## src/verilog/apb_periph_pkg.sv

```systemverilog
// APB peripheral definitions
package apb_periph_pkg;

	typedef logic [31:0] apb_addr_t;
	typedef logic [31:0] apb_data_t;
	typedef logic [7:0]  gpio_word_t;

	// slot k sits at SLOT_BASE + k * SLOT_STRIDE
	localparam apb_addr_t SLOT_BASE   = 32'h4000_0000;
	localparam apb_addr_t SLOT_STRIDE = 32'h0001_0000;
	// bits 27:24 and the low half are ignored by the match
	localparam apb_addr_t SLOT_MASK   = 32'hF0FF_0000;

	// gpio register offsets
	localparam logic [15:0] GPIO_DIN   = 16'h0000;
	localparam logic [15:0] GPIO_DOUT  = 16'h0004;
	localparam logic [15:0] GPIO_OE    = 16'h0008;
	localparam logic [15:0] GPIO_IEN   = 16'h000C;
	localparam logic [15:0] GPIO_ISTAT = 16'h0010;

	// timer register offsets
	localparam logic [15:0] TMR_CTRL     = 16'h0000;
	localparam logic [15:0] TMR_MTIME_LO = 16'h0008;
	localparam logic [15:0] TMR_MTIME_HI = 16'h000C;
	localparam logic [15:0] TMR_CMP_LO   = 16'h0010;
	localparam logic [15:0] TMR_CMP_HI   = 16'h0014;

endpackage
```

## src/verilog/apb_periph_top.sv

```systemverilog
// APB peripheral subsystem
`timescale 1ns/1ps

module apb_periph_top #(
	parameter int N_GPIO  = 2,
	parameter int CLK_MHZ = 12
) (
	input  logic                                    clk,
	input  logic                                    rst_n,
	input  logic                                    psel,
	input  logic                                    penable,
	input  logic                                    pwrite,
	input  logic                                    hart_halted,
	input  apb_periph_pkg::apb_addr_t               paddr,
	input  apb_periph_pkg::apb_data_t               pwdata,
	input  apb_periph_pkg::gpio_word_t [N_GPIO-1:0] gpio_in,
	output logic                                    pready,
	output logic                                    pslverr,
	output logic                                    timer_irq,
	output apb_periph_pkg::apb_data_t               prdata,
	output apb_periph_pkg::gpio_word_t [N_GPIO-1:0] gpio_out,
	output apb_periph_pkg::gpio_word_t [N_GPIO-1:0] gpio_oe,
	output logic [N_GPIO-1:0]                       gpio_irq
);

	import apb_periph_pkg::*;

	logic [N_GPIO:0] slot_sel;
	logic            miss;
	apb_data_t       slot_rdata [N_GPIO+1];

	apb_decoder #(
		.N_GPIO (N_GPIO)
	) i_apb_decoder (
		.psel     (psel),
		.paddr    (paddr),
		.slot_sel (slot_sel),
		.miss     (miss)
	);

	// gpio ports take slots 0 to N_GPIO-1
	for (genvar g = 0; g < N_GPIO; g++) begin : g_gpio
		gpio_port i_gpio_port (
			.clk      (clk),
			.rst_n    (rst_n),
			.sel      (slot_sel[g]),
			.penable  (penable),
			.pwrite   (pwrite),
			.offset   (paddr[15:0]),
			.pwdata   (pwdata),
			.gpio_in  (gpio_in[g]),
			.prdata   (slot_rdata[g]),
			.gpio_out (gpio_out[g]),
			.gpio_oe  (gpio_oe[g]),
			.gpio_irq (gpio_irq[g])
		);
	end

	// timer in the slot after the last port
	riscv_timer #(
		.CLK_MHZ (CLK_MHZ)
	) i_riscv_timer (
		.clk         (clk),
		.rst_n       (rst_n),
		.sel         (slot_sel[N_GPIO]),
		.penable     (penable),
		.pwrite      (pwrite),
		.hart_halted (hart_halted),
		.offset      (paddr[15:0]),
		.pwdata      (pwdata),
		.prdata      (slot_rdata[N_GPIO]),
		.timer_irq   (timer_irq)
	);

	apb_response_mux #(
		.N_GPIO (N_GPIO)
	) i_apb_response_mux (
		.penable    (penable),
		.miss       (miss),
		.slot_sel   (slot_sel),
		.slot_rdata (slot_rdata),
		.pready     (pready),
		.prdata     (prdata),
		.pslverr    (pslverr)
	);

endmodule

```

## src/verilog/apb_response_mux.sv

```systemverilog
// APB completer response mux
`timescale 1ns/1ps

module apb_response_mux #(
	parameter int N_GPIO = 2
) (
	input  logic                      penable,
	input  logic                      miss,
	input  logic [N_GPIO:0]           slot_sel,
	input  apb_periph_pkg::apb_data_t slot_rdata [N_GPIO+1],
	output logic                      pready,
	output apb_periph_pkg::apb_data_t prdata,
	output logic                      pslverr
);

	import apb_periph_pkg::*;

	apb_data_t rdata_or;

	// select is one-hot, so an OR reduction picks the slot
	always_comb begin
		rdata_or = '0;
		for (int k = 0; k <= N_GPIO; k++) begin
			if (slot_sel[k]) begin
				rdata_or = rdata_or | slot_rdata[k];
			end
		end
	end

	assign prdata = rdata_or;

	// zero wait states everywhere
	assign pready  = penable;
	assign pslverr = penable && miss;

endmodule

```

## src/verilog/riscv_timer.sv

```systemverilog
// RISC-V machine timer
`timescale 1ns/1ps

module riscv_timer #(
	parameter int CLK_MHZ = 12
) (
	input  logic                      clk,
	input  logic                      rst_n,
	input  logic                      sel,
	input  logic                      penable,
	input  logic                      pwrite,
	input  logic                      hart_halted,
	input  logic [15:0]               offset,
	input  apb_periph_pkg::apb_data_t pwdata,
	output apb_periph_pkg::apb_data_t prdata,
	output logic                      timer_irq
);

	import apb_periph_pkg::*;

	// keep at least one bit when CLK_MHZ is 1
	localparam int TW = (CLK_MHZ > 1) ? $clog2(CLK_MHZ) : 1;

	logic [TW-1:0] tick_ctr;
	logic          tick;
	logic          ctrl_en;
	logic [63:0]   mtime;
	logic [63:0]   mtimecmp;
	logic          wr_en;
	logic          count_en;

	assign wr_en    = sel && penable && pwrite;
	assign tick     = ~|tick_ctr;
	assign count_en = ctrl_en && tick && !hart_halted;

	// microsecond timebase, reloads at zero
	always_ff @(posedge clk or negedge rst_n) begin
		if (!rst_n) begin
			tick_ctr <= '0;
		end else if (tick) begin
			tick_ctr <= TW'(CLK_MHZ - 1);
		end else begin
			tick_ctr <= tick_ctr - 1'b1;
		end
	end

	always_ff @(posedge clk or negedge rst_n) begin
		if (!rst_n) begin
			ctrl_en  <= 1'b0;
			mtime    <= '0;
			mtimecmp <= '1;
		end else begin
			if (wr_en && offset == TMR_CTRL) begin
				ctrl_en <= pwdata[0];
			end
			if (wr_en && offset == TMR_CMP_LO) begin
				mtimecmp[31:0] <= pwdata;
			end
			if (wr_en && offset == TMR_CMP_HI) begin
				mtimecmp[63:32] <= pwdata;
			end
			// bus write to either half takes priority over the count
			if (wr_en && offset == TMR_MTIME_LO) begin
				mtime[31:0] <= pwdata;
			end else if (wr_en && offset == TMR_MTIME_HI) begin
				mtime[63:32] <= pwdata;
			end else if (count_en) begin
				mtime <= mtime + 64'd1;
			end
		end
	end

	always_comb begin
		case (offset)
			TMR_CTRL:     prdata = {31'h0, ctrl_en};
			TMR_MTIME_LO: prdata = mtime[31:0];
			TMR_MTIME_HI: prdata = mtime[63:32];
			TMR_CMP_LO:   prdata = mtimecmp[31:0];
			TMR_CMP_HI:   prdata = mtimecmp[63:32];
			default:      prdata = '0;
		endcase
	end

	assign timer_irq = (mtime >= mtimecmp);

endmodule

```

## src/verilog/gpio_port.sv

```systemverilog
// 8-bit GPIO port
`timescale 1ns/1ps

module gpio_port (
	input  logic                       clk,
	input  logic                       rst_n,
	input  logic                       sel,
	input  logic                       penable,
	input  logic                       pwrite,
	input  logic [15:0]                offset,
	input  apb_periph_pkg::apb_data_t  pwdata,
	input  apb_periph_pkg::gpio_word_t gpio_in,
	output apb_periph_pkg::apb_data_t  prdata,
	output apb_periph_pkg::gpio_word_t gpio_out,
	output apb_periph_pkg::gpio_word_t gpio_oe,
	output logic                       gpio_irq
);

	import apb_periph_pkg::*;

	gpio_word_t dout_q;
	gpio_word_t oe_q;
	gpio_word_t ien_q;
	gpio_word_t istat_q;
	gpio_word_t sync1_q;
	gpio_word_t sync2_q;
	gpio_word_t prev_q;
	gpio_word_t rise;
	gpio_word_t clr_mask;
	logic       wr_en;

	assign wr_en = sel && penable && pwrite;

	// edge seen one cycle after the pin shows up in DIN
	assign rise     = sync2_q & ~prev_q;
	assign clr_mask = (wr_en && offset == GPIO_ISTAT) ? pwdata[7:0] : '0;

	always_ff @(posedge clk or negedge rst_n) begin
		if (!rst_n) begin
			dout_q  <= '0;
			oe_q    <= '0;
			ien_q   <= '0;
			istat_q <= '0;
			sync1_q <= '0;
			sync2_q <= '0;
			prev_q  <= '0;
		end else begin
			sync1_q <= gpio_in;
			sync2_q <= sync1_q;
			prev_q  <= sync2_q;
			// a fresh edge beats a clear in the same cycle
			istat_q <= (istat_q & ~clr_mask) | rise;
			if (wr_en) begin
				case (offset)
					GPIO_DOUT: dout_q <= pwdata[7:0];
					GPIO_OE:   oe_q   <= pwdata[7:0];
					GPIO_IEN:  ien_q  <= pwdata[7:0];
					default:   ;
				endcase
			end
		end
	end

	always_comb begin
		case (offset)
			GPIO_DIN:   prdata = {24'h0, sync2_q};
			GPIO_DOUT:  prdata = {24'h0, dout_q};
			GPIO_OE:    prdata = {24'h0, oe_q};
			GPIO_IEN:   prdata = {24'h0, ien_q};
			GPIO_ISTAT: prdata = {24'h0, istat_q};
			default:    prdata = '0;
		endcase
	end

	assign gpio_out = dout_q;
	assign gpio_oe  = oe_q;
	assign gpio_irq = |(istat_q & ien_q);

endmodule

```

## src/verilog/apb_decoder.sv

```systemverilog
// APB slot address decoder
`timescale 1ns/1ps

module apb_decoder #(
	parameter int N_GPIO = 2
) (
	input  logic                      psel,
	input  apb_periph_pkg::apb_addr_t paddr,
	output logic [N_GPIO:0]           slot_sel,
	output logic                      miss
);

	import apb_periph_pkg::*;

	localparam int N_SLOTS = N_GPIO + 1;

	apb_addr_t masked_addr;

	assign masked_addr = paddr & SLOT_MASK;

	// one comparator per slot, timer is the last one
	for (genvar k = 0; k < N_SLOTS; k++) begin : g_slot
		localparam apb_addr_t SLOT_ADDR =
			(SLOT_BASE + SLOT_STRIDE * apb_addr_t'(k)) & SLOT_MASK;

		assign slot_sel[k] = psel && (masked_addr == SLOT_ADDR);
	end

	// selected but nothing answers
	assign miss = psel && !(|slot_sel);

endmodule

```

## config.mk

```make
export PLATFORM = sky130hd
export DESIGN_NAME = apb_periph_top
export DESIGN_NICKNAME = d
export VERILOG_FILES = /design/src/verilog/apb_periph_pkg.sv /design/src/verilog/apb_periph_top.sv /design/src/verilog/apb_response_mux.sv /design/src/verilog/riscv_timer.sv /design/src/verilog/gpio_port.sv /design/src/verilog/apb_decoder.sv
export SDC_FILE = /design/constraint.sdc
export NUM_CORES = 1
export LEC_CHECK = 0
export ABC_CLOCK_PERIOD_IN_PS = 3400
export BUFFER_PORTS_ARGS = -buffer_cell sky130_fd_sc_hd__buf_2
export CAP_MARGIN = 20
export CORE_MARGIN = 2
export CORE_UTILIZATION = 30
export DETAILED_ROUTE_END_ITERATION = 6
export GPL_TIMING_DRIVEN = 0
export PLACE_DENSITY = 0.55
export SLEW_MARGIN = 15
export SYNTH_ARGS = -nofsm -noshare
export SYNTH_HDL_FRONTEND = slang
export SYNTH_HIERARCHICAL = 1
export SYNTH_SLANG_ARGS = --single-unit
```

## constraint.sdc

```tcl
create_clock -name clk -period 3.4 [get_ports clk]
set_clock_uncertainty 0.2 [all_clocks]
set_input_delay 0.17 -clock clk [delete_from_list [all_inputs] [get_ports clk]]
set_output_delay 0.17 -clock clk [all_outputs]
set_load 0.005 [all_outputs]
```

==> results of run 1 <==
==> per-stage QoR <==
step                      TNS (ns)  instances
after floorplan                  0       1538
after global placement     -882.51       2352
after detailed placement    -84.81       2360
after CTS                 -0.00820       2466
after global routing             0       2472
final                            0       2472
==> Yosys cell counts, types with 6 or more instances <==
cell type,n,area (um2)
mux2_2,105,1180
a21oi_1,44,220
xnor2_1,30,263
xor2_1,9,78.8
o21ai_1,14,70.1
nand3_1,45,225
buf_1,12,45.0
a221o_1,41,410
nor3_1,21,105
a211oi_1,7,52.6
a21o_1,6,45.0
o31ai_1,19,143
buf_6,9,101
mux2_1,8,90.1
and3_1,18,113
a222oi_1,32,320
and2_1,8,50.1
inv_1,139,522
buf_4,50,375
nor4_1,33,206
nand4_1,39,244
ha_1,66,826
o21ai_0,50,250
dfstp_2,64,1680
nand2_1,93,349
nor2_1,83,312
and4_1,17,149
or4_4,8,90.1
clkbuf_1,42,158
buf_2,8,40.0
dfrtp_1,181,4530
a22oi_1,8,60.1
o2bb2ai_1,16,140
a221oi_1,16,140
a311oi_1,7,61.3
mux2i_1,61,611
nand2b_1,17,106
==> worst max-delay path, delay by kind of cell, from the launching register on <==
family                     cells  cell delay [ns]
DFF                            1             0.57
buffers and inverters          2             0.21
adders and majority gates      1             0.29
AOI/OAI and AO/OA              4             1.11
and+or+nand+nor                2             0.23
==> power groups by stage <==
stage	sequential, W	clock (W)	combinational (W)
after floorplan	0.00301	0	0.000118
after global placement	0.00301	0	0.000310
after detailed placement	0.00301	0	0.000326
after CTS	0.00296	0.00343	0.000374
after global routing	0.00296	0.00354	0.000409
final	0.00296	0.00336	0.000373
==> registers in the layout (all words and copies together) (netlist names) <==
name	cells
g_gpio.i_gpio_port/gpio_oe	16
i_riscv_timer/mtime	64
i_riscv_timer/tick_ctr	4
g_gpio.i_gpio_port/ien_q	16
i_riscv_timer/ctrl_en	1
g_gpio.i_gpio_port/sync2_q	16
i_riscv_timer/mtimecmp	64
g_gpio.i_gpio_port/prev_q	16
g_gpio.i_gpio_port/gpio_out	16
g_gpio.i_gpio_port/sync1_q	16
g_gpio.i_gpio_port/istat_q	16
==> layout by cell type, fill, tap and decap left out, types with 16 or more instances in the layout <==
cell	netlist	final
a21oi_1	44	41
a221o_1	41	41
a221oi_1	16	16
a222oi_1	32	32
and3_1	18	18
and4_1	17	17
buf_2	8	161
buf_4	50	62
clkbuf_1	42	31
clkbuf_16	0	29
conb_1	2	48
dfrtp_1	181	181
dfstp_2	64	64
dlygate4sd3_1	0	50
ha_1	66	60
inv_1	139	138
mux2_2	105	105
mux2i_1	61	61
nand2_1	93	92
nand2b_1	17	17
nand3_1	45	45
nand4_1	39	39
nor2_1	83	82
nor3_1	21	20
nor4_1	33	29
o21ai_0	50	48
o2bb2ai_1	16	16
o31ai_1	19	18
xnor2_1	30	30
==> routing by layer <==
metal / vias up / track usage
li1: 5998 / -
met1: 6453 / 0.279
met2: 448 / 0.319
met3: 107 / 0.0318
met4: 2 / 0.0786
met5: - / 0
==> kinds of logic after synthesis <==
family / Yosys count
multiplexers: 174
AND/OR/NAND/NOR: 421
flip-flops: 245
AO/OA/AOI/OAI: 284
XOR/XNOR: 39
other: 2
adder cells (fa/ha/maj): 66
buffers and inverters: 261
==> repair_timing <==
item                                   in CTS  in global routing
setup endpoints to repair                  90                 74
endpoints found under the hold margin     318                  0
pin swaps                                   3                 12
hold buffers                               50                  0
gates resized for setup                    25                 32
buffers inserted                            3                  6
==> final timing paths <==
kind / from / endpoint / slack [ns] / cells past startpoint
setup / recovery: i_riscv_timer/mtimecmp[37] / timer_irq / 0.06 / 9
hold / removal: rst_n / g_gpio[1].i_gpio_port/sync1_q[0] / -0.01 / 2
setup reg to reg: i_riscv_timer/tick_ctr[0] / i_riscv_timer/mtime[51] / 0.25 / 8
hold reg to reg: g_gpio[1].i_gpio_port/sync1_q[1] / g_gpio[1].i_gpio_port/sync2_q[1] / 0.15 / 0
max in group asynchronous: rst_n / i_riscv_timer/mtimecmp[9] / 2.05 / 3
min in group clk: gpio_in[0] / g_gpio[0].i_gpio_port/sync1_q[0] / 0.04 / 2
==> final cells by class <==
cell class              instances  area [um2]
flip-flops and latches        245        6210
well taps                     664         831
clock inverters                19         238
fillers                      4952       30500
repair buffers                217        1430
plain buffers                 121         756
clock buffers                  35         788
inverters                     139         522
multi-input cells            1032        7910
==> metrics.md, run 1 <==
| Metric | Value |
|---|---|
| First-pass GRT wire length | 79.1 mm |
| Ports | 155 |
| Synth warn | 6 |
| Crit Path Class | reg2out |
| Die Height | 227 um |
| Cell Int Power | 0.00513 W |
| # diodes | 0 |
| RSZ-0062 raised after global routing | false |
| Largest net degree at the start of global routing | 101 |
| Layout cells sized above 1 | 0.290 |
| Wire length per cell | 21.3 um |
| Antenna Nets Post-Route | 0 |
| Final hold viol count | 4 |
| Area Growth Syn to Fin | 24.8% |
| P_sw | 0.00156 W |
| Die width | 227 um |
| Max_cap viols | 0 |
| Total number of vias | 13,008 |
| Rows | 81 |
| Die area | 51,700 um2 |
| Simple-Gate Fraction of Synth Area | 0.157 |
| Power per cell area | 358 nW/um2 |
| Number of DRC markers in iteration 0 | 1,148 |
| Failing checks | hold timing |
| Final Setup Violations | 0 |
| Status | finished with violations |
| DP HPWL | 38.8 mm |
| Startpoint Class | register |
| Power share of the sequential group | 0.442 |
| Post-synth EDFFs | 0 |
| Average cell area after synthesis | 10.0 um2 |
| Worst path cell trace | inv_1 > ha_1 > nand4_1 > nor3_4 > a221o_1 > o31ai_4 > o211a_1 > o211ai_1 > buf_2 |
| CTS HTree Levels | 1 |
| Port bufs | 150 |
| Hold Crit Class | in2async |
| Register area share after synthesis | 0.415 |
| Placer Congestion | 0.941 |
| Post-route cell area | 18,700 um2 |
| Power Total | 0.00670 W |
| Initial antenna violation count | 1 |
| CTS Buf Count | 29 |
| Slowest stage delay, CP | 0.57 ns |
| Clock sink total | 245 |
| Hold_ws | -0.0147 ns |
| Worst-Skew Late Latency | 0.58 ns |
| Post-DR vias/cell | 5.26 |
| Placement Cell Area | 16,900 um2 |
| Post-synthesis mux area share | 0.126 |
| Least-Margin Pin Slew | 1.11 ns |
| Post-Route WL | 52.7 mm |
| Synthesized cell area | 15,000 um2 |
| Total GRT Usage | 0.203 |
| Main combinational cell family by area after synthesis | simple AND/OR/NAND/NOR gates |
| # DRC | 0 |
| Initial Util | 0.305 |
| Crit end category | primary output |
| Sw frac | 0.233 |
| PnR worst setup slack | 0.0558 ns |
| #FFs+latches synth | 245 |
| Post-Syn Instances | 1,492 |
| Xor/xnor share of the synthesized area | 0.0228 |
| Max Buffers Root-to-Sink | 3 |
| Initial DRT Pass Iterations | 6 |
| Adder-Cell Fraction of Synth Area | 0.0551 |
| Final global-route overflow total | 0 |
| Largest fanout on the critical path | 3 |
| Post-synth top flop | dfrtp_1 |
| CP Data Required Time | 3.03 ns |
| Post-Place Worst Slack | -1.15 ns |
| Slew margin rel. | 0.263 |
| Met3 wire len | 2.93 mm |
| Met2 routed WL | 23.7 mm |
| Clock root cell | clkbuf_16 |
| Clk pwr share | 0.502 |
| Compound-gate portion of the synthesized area | 0.140 |
| Vias in the first global route | 12,883 |
| Total routed wire length on the met1 layer | 24.1 mm |
| Utilization after layout | 0.380 |
| Placeable Area | 49,200 um2 |
| Comb pwr share | 0.056 |
| Library cells used by synthesis | 69 |
| Final net count | 1,937 |
| CTS tree | yes |
| Pins Over Slew Limit | 0 |
| Period utilisation layout | 0.984 |
| Clk slew on worst S/H paths | 0.06 ns |
| Crit-path slowest cell | dfstp_2 |
| Max VDD drop | 0.353 mV |
| Fraction of registers with async set/reset | 1.00 |
| Top achievable clock speed | 0.299 GHz |
| Crit path DAT | 2.97 ns |
| Crit path time final | 3.34 ns |
| Highest Signal Layer | met5 |
| P_leak | 8.58 nW |
Power figures use the tool's default switching activity.
==> run 2, diff against run 1 <==
Settings changed: RECOVER_POWER from default to 25.
==> run 2 against run 1 <==
Effect of this change:
- power about the same
- register-to-register slack got worse by 0.02 ns
- largest cell class unchanged
- count of clock-buffer cells in the layout unchanged
- the run ends with capacitance limit, slew limit left
- critical path depth unchanged
- first-iteration DRC count increased by 5.3%
- non-clock buffer count unchanged
==> metrics.md, run 2 (same netlist as run 1, synthesis figures left out) <==
| Metric | Value |
|---|---|
| Failing checks | capacitance limit, slew limit (was hold timing) |
| Hold path cells | 2 |
| Period utilisation layout | 0.976 (was 0.984) |
| R2r setup slk | 0.23 ns (was 0.25 ns) |
| Most frequent cells in the layout | 181 x dfrtp_1, 160 x buf_2, 138 x inv_1 (was 181 x dfrtp_1, 161 x buf_2, 138 x inv_1) |
| Post-DR vias/cell | 5.28 (was 5.26) |
| Status | finished with violations (unchanged) |
| Min-Delay Startpoint | gpio_in[0] |
| Worst Hold Path EP | g_gpio[0].i_gpio_port/sync1_q[0] |
| RSZ-0062 raised after global routing | false (unchanged) |
| Startpoint Class | register (unchanged) |
| Final hold viol count | 0 (was 4) |
| CTS Buf Count | 29 (unchanged) |
| R2R cell count | 8 (unchanged) |
| Top achievable clock speed | 0.301 GHz (was 0.299 GHz) |
| Pins Over Slew Limit | 92 (was 0) |
| Placer Congestion | 0.941 (unchanged) |
| Die Height | 227 um (unchanged) |
| FF-to-FF End | i_riscv_timer/mtime[51] (unchanged) |
| First-pass GRT wire length | 79.1 mm (unchanged) |
| Post-Place Worst Slack | -1.15 ns (unchanged) |
| Crit-path slowest cell | dfstp_2 (unchanged) |
| Worst path cell trace | inv_1 > ha_1 > nand4_1 > nor3_4 > a221o_1 > o31ai_4 > o211a_1 > o211ai_1 > buf_2 (unchanged) |
| Final non-filler cell total | 2,472 (unchanged) |
| Initial DRT Pass Iterations | 6 (unchanged) |
| Rows | 81 (unchanged) |
| Die area | 51,700 um2 (unchanged) |
| Placeable Area | 49,200 um2 (unchanged) |
| Area Growth Syn to Fin | 24.7% (was 24.8%) |
| Post-Route WL | 52.7 mm (about the same) |
| Number of DRC markers in iteration 0 | 1,209 (was 1,148) |
| Clk slew on worst S/H paths | 0.06 ns (about the same) |
| CP Data Required Time | 3.03 ns (about the same) |
| Vias in the first global route | 12,883 (unchanged) |
| Max_cap viols | 1 (was 0) |
| Final net count | 1,937 (unchanged) |
| Least-Margin Pin Slew | 2.59 ns (was 1.11 ns) |
| Die width | 227 um (unchanged) |
| Max VDD drop | 0.351 mV (was 0.353 mV) |
| TNS Setup | 0 ns (unchanged) |
| PnR worst setup slack | 0.0829 ns (was 0.0558 ns) |
| CTS tree | yes (unchanged) |
| Largest fanout on the critical path | 3 (unchanged) |
| Utilization after layout | 0.380 (about the same) |
| CTS HTree Levels | 1 (unchanged) |
| P_leak | 8.57 nW (was 8.58 nW) |
| Final Setup Violations | 0 (unchanged) |
| Total number of vias | 13,042 (was 13,008) |
| Total GRT Usage | 0.203 (unchanged) |
| Crit Path Class | reg2out (unchanged) |
| Largest net degree at the start of global routing | 101 (unchanged) |
| Port bufs | 150 (unchanged) |
| Clock root cell | clkbuf_16 (unchanged) |
| Top Registers | i_riscv_timer/mtime x64, i_riscv_timer/mtimecmp x64 (unchanged) |
| Ports | 155 (unchanged) |
| Crit end category | primary output (unchanged) |
| Crit path time final | 3.32 ns (was 3.34 ns) |
| Hold Crit Class | in2reg (was in2async) |
| Slowest stage delay, CP | 0.56 ns (was 0.57 ns) |
| Leading cell type in the layout, fill and taps excluded | dfrtp_1 (unchanged) |
| Critical R2R Launch | i_riscv_timer/tick_ctr[0] (unchanged) |
| Post-route cell area | 18,700 um2 (about the same) |
| Worst-Skew Late Latency | 0.58 ns (about the same) |
| DP HPWL | 38.8 mm (unchanged) |
| Initial Util | 0.305 (unchanged) |
| Max Buffers Root-to-Sink | 3 (unchanged) |
| Crit path DAT | 2.95 ns (was 2.97 ns) |
| Wire length per cell | 21.3 um (about the same) |
| Final global-route overflow total | 0 (unchanged) |
| Layout cells sized above 1 | 0.289 (was 0.290) |
| Placement Cell Area | 16,900 um2 (unchanged) |
| Kind of cell adding the most delay to the critical path | compound AO/OA/AOI/OAI gates (unchanged) |
| Slew margin rel. | -0.727 (was 0.263) |
| Clock sink total | 245 (unchanged) |
| # DRC | 0 (unchanged) |
| Placed Cells | 2,360 (unchanged) |
| # diodes | 0 (unchanged) |
| Buf+Inv Stages, Crit Path | 2 (unchanged) |
| Antenna Nets Post-Route | 0 (unchanged) |
| Initial antenna violation count | 1 (unchanged) |
| Power per cell area | 358 nW/um2 (about the same) |
run 2: cell count changes in the layout (fill, tap and decap cells not counted), sizes merged:
cell / delta
clkbuf: +2
buf: -2
run 2: through the flow:
stage | hold WS, ns | total power [W]
floorplan | -0.326 | 0.00313
global placement | 0.0787 | 0.00332
global route | 0.0238 | 0.00691
finish | 0.0383 | 0.00669
detailed placement | 0.0563 | 0.00334
CTS | 0.00543 | 0.00676
run 2: routing by layer:
| metal | GRT usage | vias to the layer above | part of all wire |
|---|---|---|---|
| li1 | - | 6000 | - |
| met1 | 0.279 | 6473 | 0.45 |
| met2 | 0.319 | 462 | 0.45 |
| met3 | 0.0318 | 105 | 0.057 |
| met4 | 0.0786 | 2 | 0.039 |
| met5 | 0 | - | 0.00013 |
run 2: worst max path at each step:
stage	depth (start not counted)	endpoint	start
2_1_floorplan	8	i_riscv_timer/mtime[51]	paddr[29]
4_1_cts	10	prdata[6]	paddr[2]
6_report	9	timer_irq	i_riscv_timer/mtimecmp[37]
3_5_place_dp	10	i_riscv_timer/mtime[0]	paddr[29]
3_3_place_gp	6	g_gpio[0].i_gpio_port/istat_q[2]	paddr[29]
5_1_grt	9	timer_irq	i_riscv_timer/mtimecmp[37]
run 2: repair_timing:
| action | CTS | global route |
|---|---|---|
| pin swaps | 3 | 12 |
| setup endpoints to repair | 90 | 74 |
| hold buffers | 50 | 0 |
| resized for setup | 25 | 32 |
| setup buffers | 3 | 6 |
| endpoints found under the hold margin | 318 | 0 |
run 2: cell type report:
cell class | instances | area [um2]
multi-input combinational | 1032 | 7910
inverter | 139 | 522
buffer | 121 | 756
clock inverter | 19 | 238
fill | 4953 | 30500
clock buffer | 35 | 788
timing repair buffer | 217 | 1420
sequential | 245 | 6210
tap | 664 | 831
run 2: power breakdown:
part | internal [W] | switching, W
registers | 0.00295 | 0.0000117
clock network | 0.00203 | 0.00133
logic | 0.000154 | 0.000217
total | 0.00513 | 0.00156
==> run 3, diff against run 2 <==
Settings changed: CORE_ASPECT_RATIO from default to 1.25, CORE_MARGIN 2 to default, TNS_END_PERCENT from default to 1.
==> run 3 against run 2 <==
Effect of this change:
- the run ends with capacitance limit, slew limit, setup timing left
- non-clock buffer count fell by 7
- die area fell by 1.7%
- via count fell by 1.5%
- fmax fell by 3.5%
- register-to-register slack got worse by 0.11 ns
==> metrics.md, run 3 (same netlist as run 1, synthesis figures left out) <==
| Metric | Value |
|---|---|
| CTS tree | yes (unchanged) |
| Crit path time final | 3.44 ns (was 3.32 ns) |
| CP Data Required Time | 3.03 ns (about the same) |
| Initial antenna violation count | 0 (was 1) |
| Clk slew on worst S/H paths | 0.06 ns (about the same) |
| Status | finished with violations (unchanged) |
| Largest fanout on the critical path | 3 (unchanged) |
| Crit-path slowest cell | dfstp_2 (unchanged) |
| Initial DRT Pass Iterations | 6 (unchanged) |
| Leading cell type in the layout, fill and taps excluded | dfrtp_1 (unchanged) |
| Port bufs | 150 (unchanged) |
| Placement Cell Area | 16,900 um2 (about the same) |
| Placer Congestion | 0.931 (was 0.941) |
| Final Setup Violations | 1 (was 0) |
| Startpoint Class | register (unchanged) |
| Failing checks | capacitance limit, slew limit, setup timing (was capacitance limit, slew limit) |
| Crit path DAT | 3.07 ns (was 2.95 ns) |
| Number of DRC markers in iteration 0 | 1,090 (was 1,209) |
| Power per cell area | 368 nW/um2 (was 358 nW/um2) |
| Total GRT Usage | 0.209 (was 0.203) |
| Initial Util | 0.304 (was 0.305) |
| Top achievable clock speed | 0.291 GHz (was 0.301 GHz) |
| CTS Buf Count | 29 (unchanged) |
| Most frequent cells in the layout | 181 x dfrtp_1, 164 x buf_2, 139 x inv_1 (was 181 x dfrtp_1, 160 x buf_2, 138 x inv_1) |
| Rows | 91 (was 81) |
| Final net count | 1,930 (was 1,937) |
| Layout cells sized above 1 | 0.277 (was 0.289) |
| DP HPWL | 39.6 mm (was 38.8 mm) |
| Vias in the first global route | 13,121 (was 12,883) |
| Final global-route overflow total | 0 (unchanged) |
| Hold Crit Class | in2reg (unchanged) |
| Wire length per cell | 21.7 um (was 21.3 um) |
| Total number of vias | 12,850 (was 13,042) |
| Post-Place Worst Slack | -0.761 ns (was -1.15 ns) |
| Max VDD drop | 0.356 mV (was 0.351 mV) |
| Ports | 155 (unchanged) |
| Final hold viol count | 0 (unchanged) |
| Worst path cell trace | inv_1 > ha_1 > nand4_1 > nor3_4 > nor3b_4 > nand2_1 > o211a_1 > o211ai_1 > buf_2 (was inv_1 > ha_1 > nand4_1 > nor3_4 > a221o_1 > o31ai_4 > o211a_1 > o211ai_1 > buf_2) |
| Area Growth Syn to Fin | 23.5% (was 24.7%) |
| Post-DR vias/cell | 5.24 (was 5.28) |
| # diodes | 0 (unchanged) |
| Slowest stage delay, CP | 0.54 ns (was 0.56 ns) |
| PnR worst setup slack | -0.0358 ns (was 0.0829 ns) |
| RSZ-0062 raised after global routing | true (was false) |
| Die Height | 252 um (was 227 um) |
| Slew margin rel. | -0.0707 (was -0.727) |
| Top Registers | i_riscv_timer/mtime x64, i_riscv_timer/mtimecmp x64 (unchanged) |
| Crit end category | primary output (unchanged) |
| Post-Route WL | 53.3 mm (was 52.7 mm) |
| Max_cap viols | 1 (unchanged) |
| Die area | 50,800 um2 (was 51,700 um2) |
| Max Buffers Root-to-Sink | 3 (unchanged) |
| Worst-Skew Late Latency | 0.57 ns (was 0.58 ns) |
| Antenna Nets Post-Route | 0 (unchanged) |
| Clock sink total | 245 (unchanged) |
| # DRC | 0 (unchanged) |
| TNS Setup | -0.0358 ns (was 0 ns) |
| First-pass GRT wire length | 80.9 mm (was 79.1 mm) |
| Post-route cell area | 18,500 um2 (was 18,700 um2) |
| Least-Margin Pin Slew | 1.61 ns (was 2.59 ns) |
| P_leak | 8.48 nW (was 8.57 nW) |
| Post-CTS setup buffer count | 0 (was 3) |
| Period utilisation layout | 1.01 (was 0.976) |
| Pins Over Slew Limit | 20 (was 92) |
| Crit Path Class | reg2out (unchanged) |
| Clock root cell | clkbuf_16 (unchanged) |
| CTS HTree Levels | 1 (unchanged) |
| Die width | 202 um (was 227 um) |
| Placeable Area | 49,300 um2 (was 49,200 um2) |
| Largest net degree at the start of global routing | 106 (was 101) |
[run 3: changes by cell type in the layout (fill, tap and decap cells not counted), moves of 3 or more]
cell / delta
ha_1: +5
buf_2: +4
buf_4: -9
clkbuf_2: -7
clkinvlp_4: +3
clkinv_2: -3
ha_4: -5
clkbuf_1: +5
[run 3: routing by layer]
| layer | wire, um | track usage |
|---|---|---|
| met1 | 22100 | 0.258 |
| met3 | 2660 | 0.0254 |
| met5 | 0 | 0 |
| met2 | 26400 | 0.366 |
| met4 | 2170 | 0.0870 |
[run 3: power by group]
part	leakage, nW	switching, W	internal [W]
logic	5.00	0.000214	0.000149
clock network	0.509	0.00133	0.00216
registers	2.96	0.0000119	0.00295
[run 3: path summary, 6_finish.rpt]
kind                                             startpoint                                to  slack [ns]  depth (start not counted)
setup / recovery                 i_riscv_timer/mtimecmp[47]                         timer_irq       -0.04                          9
hold reg to reg            g_gpio[1].i_gpio_port/sync1_q[0]  g_gpio[1].i_gpio_port/sync2_q[0]        0.14                          0
hold / removal                                   gpio_in[7]  g_gpio[0].i_gpio_port/sync1_q[7]        0.04                          2
max in group asynchronous                             rst_n           i_riscv_timer/mtime[49]        0.61                          3
setup reg to reg                  i_riscv_timer/tick_ctr[0]           i_riscv_timer/mtime[34]        0.12                          9
min in group asynchronous                             rst_n        i_riscv_timer/mtimecmp[34]        0.95                          2
[run 3: area by class of cell]
type                    count  area, um2
multi-input cells        1032       7800
fillers                  4950      30800
inverters                 139        522
well taps                 651        815
plain buffers             122        746
clock inverters            21        305
repair buffers            209       1330
flip-flops and latches    245       6210
clock buffers              33        771
[run 3: timing repair]
item                                    CTS  global route
pin swaps                                 1             1
hold buffers                             51             0
endpoints found under the setup margin   82            59
resized for setup                        20             8
hold endpoints to repair                407             0
[run 3: worst max-delay path: cells and delay by family (launching register included)]
kind	cells	cell delay, ns
buffers and inverters	2	0.21
adders and majority gates	1	0.30
AOI/OAI and AO/OA	2	0.32
DFF	1	0.54
and+or+nand+nor	4	1.13
[run 3: through the flow]
| stage | util | hold WS [ns] | power [W] | instances |
|---|---|---|---|---|
| 6_report | 0.375 | 0.0383 | 0.00682 | 2452 |
| 5_1_grt | 0.375 | 0.0308 | 0.00706 | 2452 |
| 4_1_cts | 0.376 | 0.0123 | 0.00692 | 2452 |
| 3_5_place_dp | 0.342 | -0.0573 | 0.00333 | 2347 |
| 3_3_place_gp | 0.339 | 0.0781 | 0.00332 | 2339 |
| 2_1_floorplan | - | -0.326 | 0.00313 | 1538 |
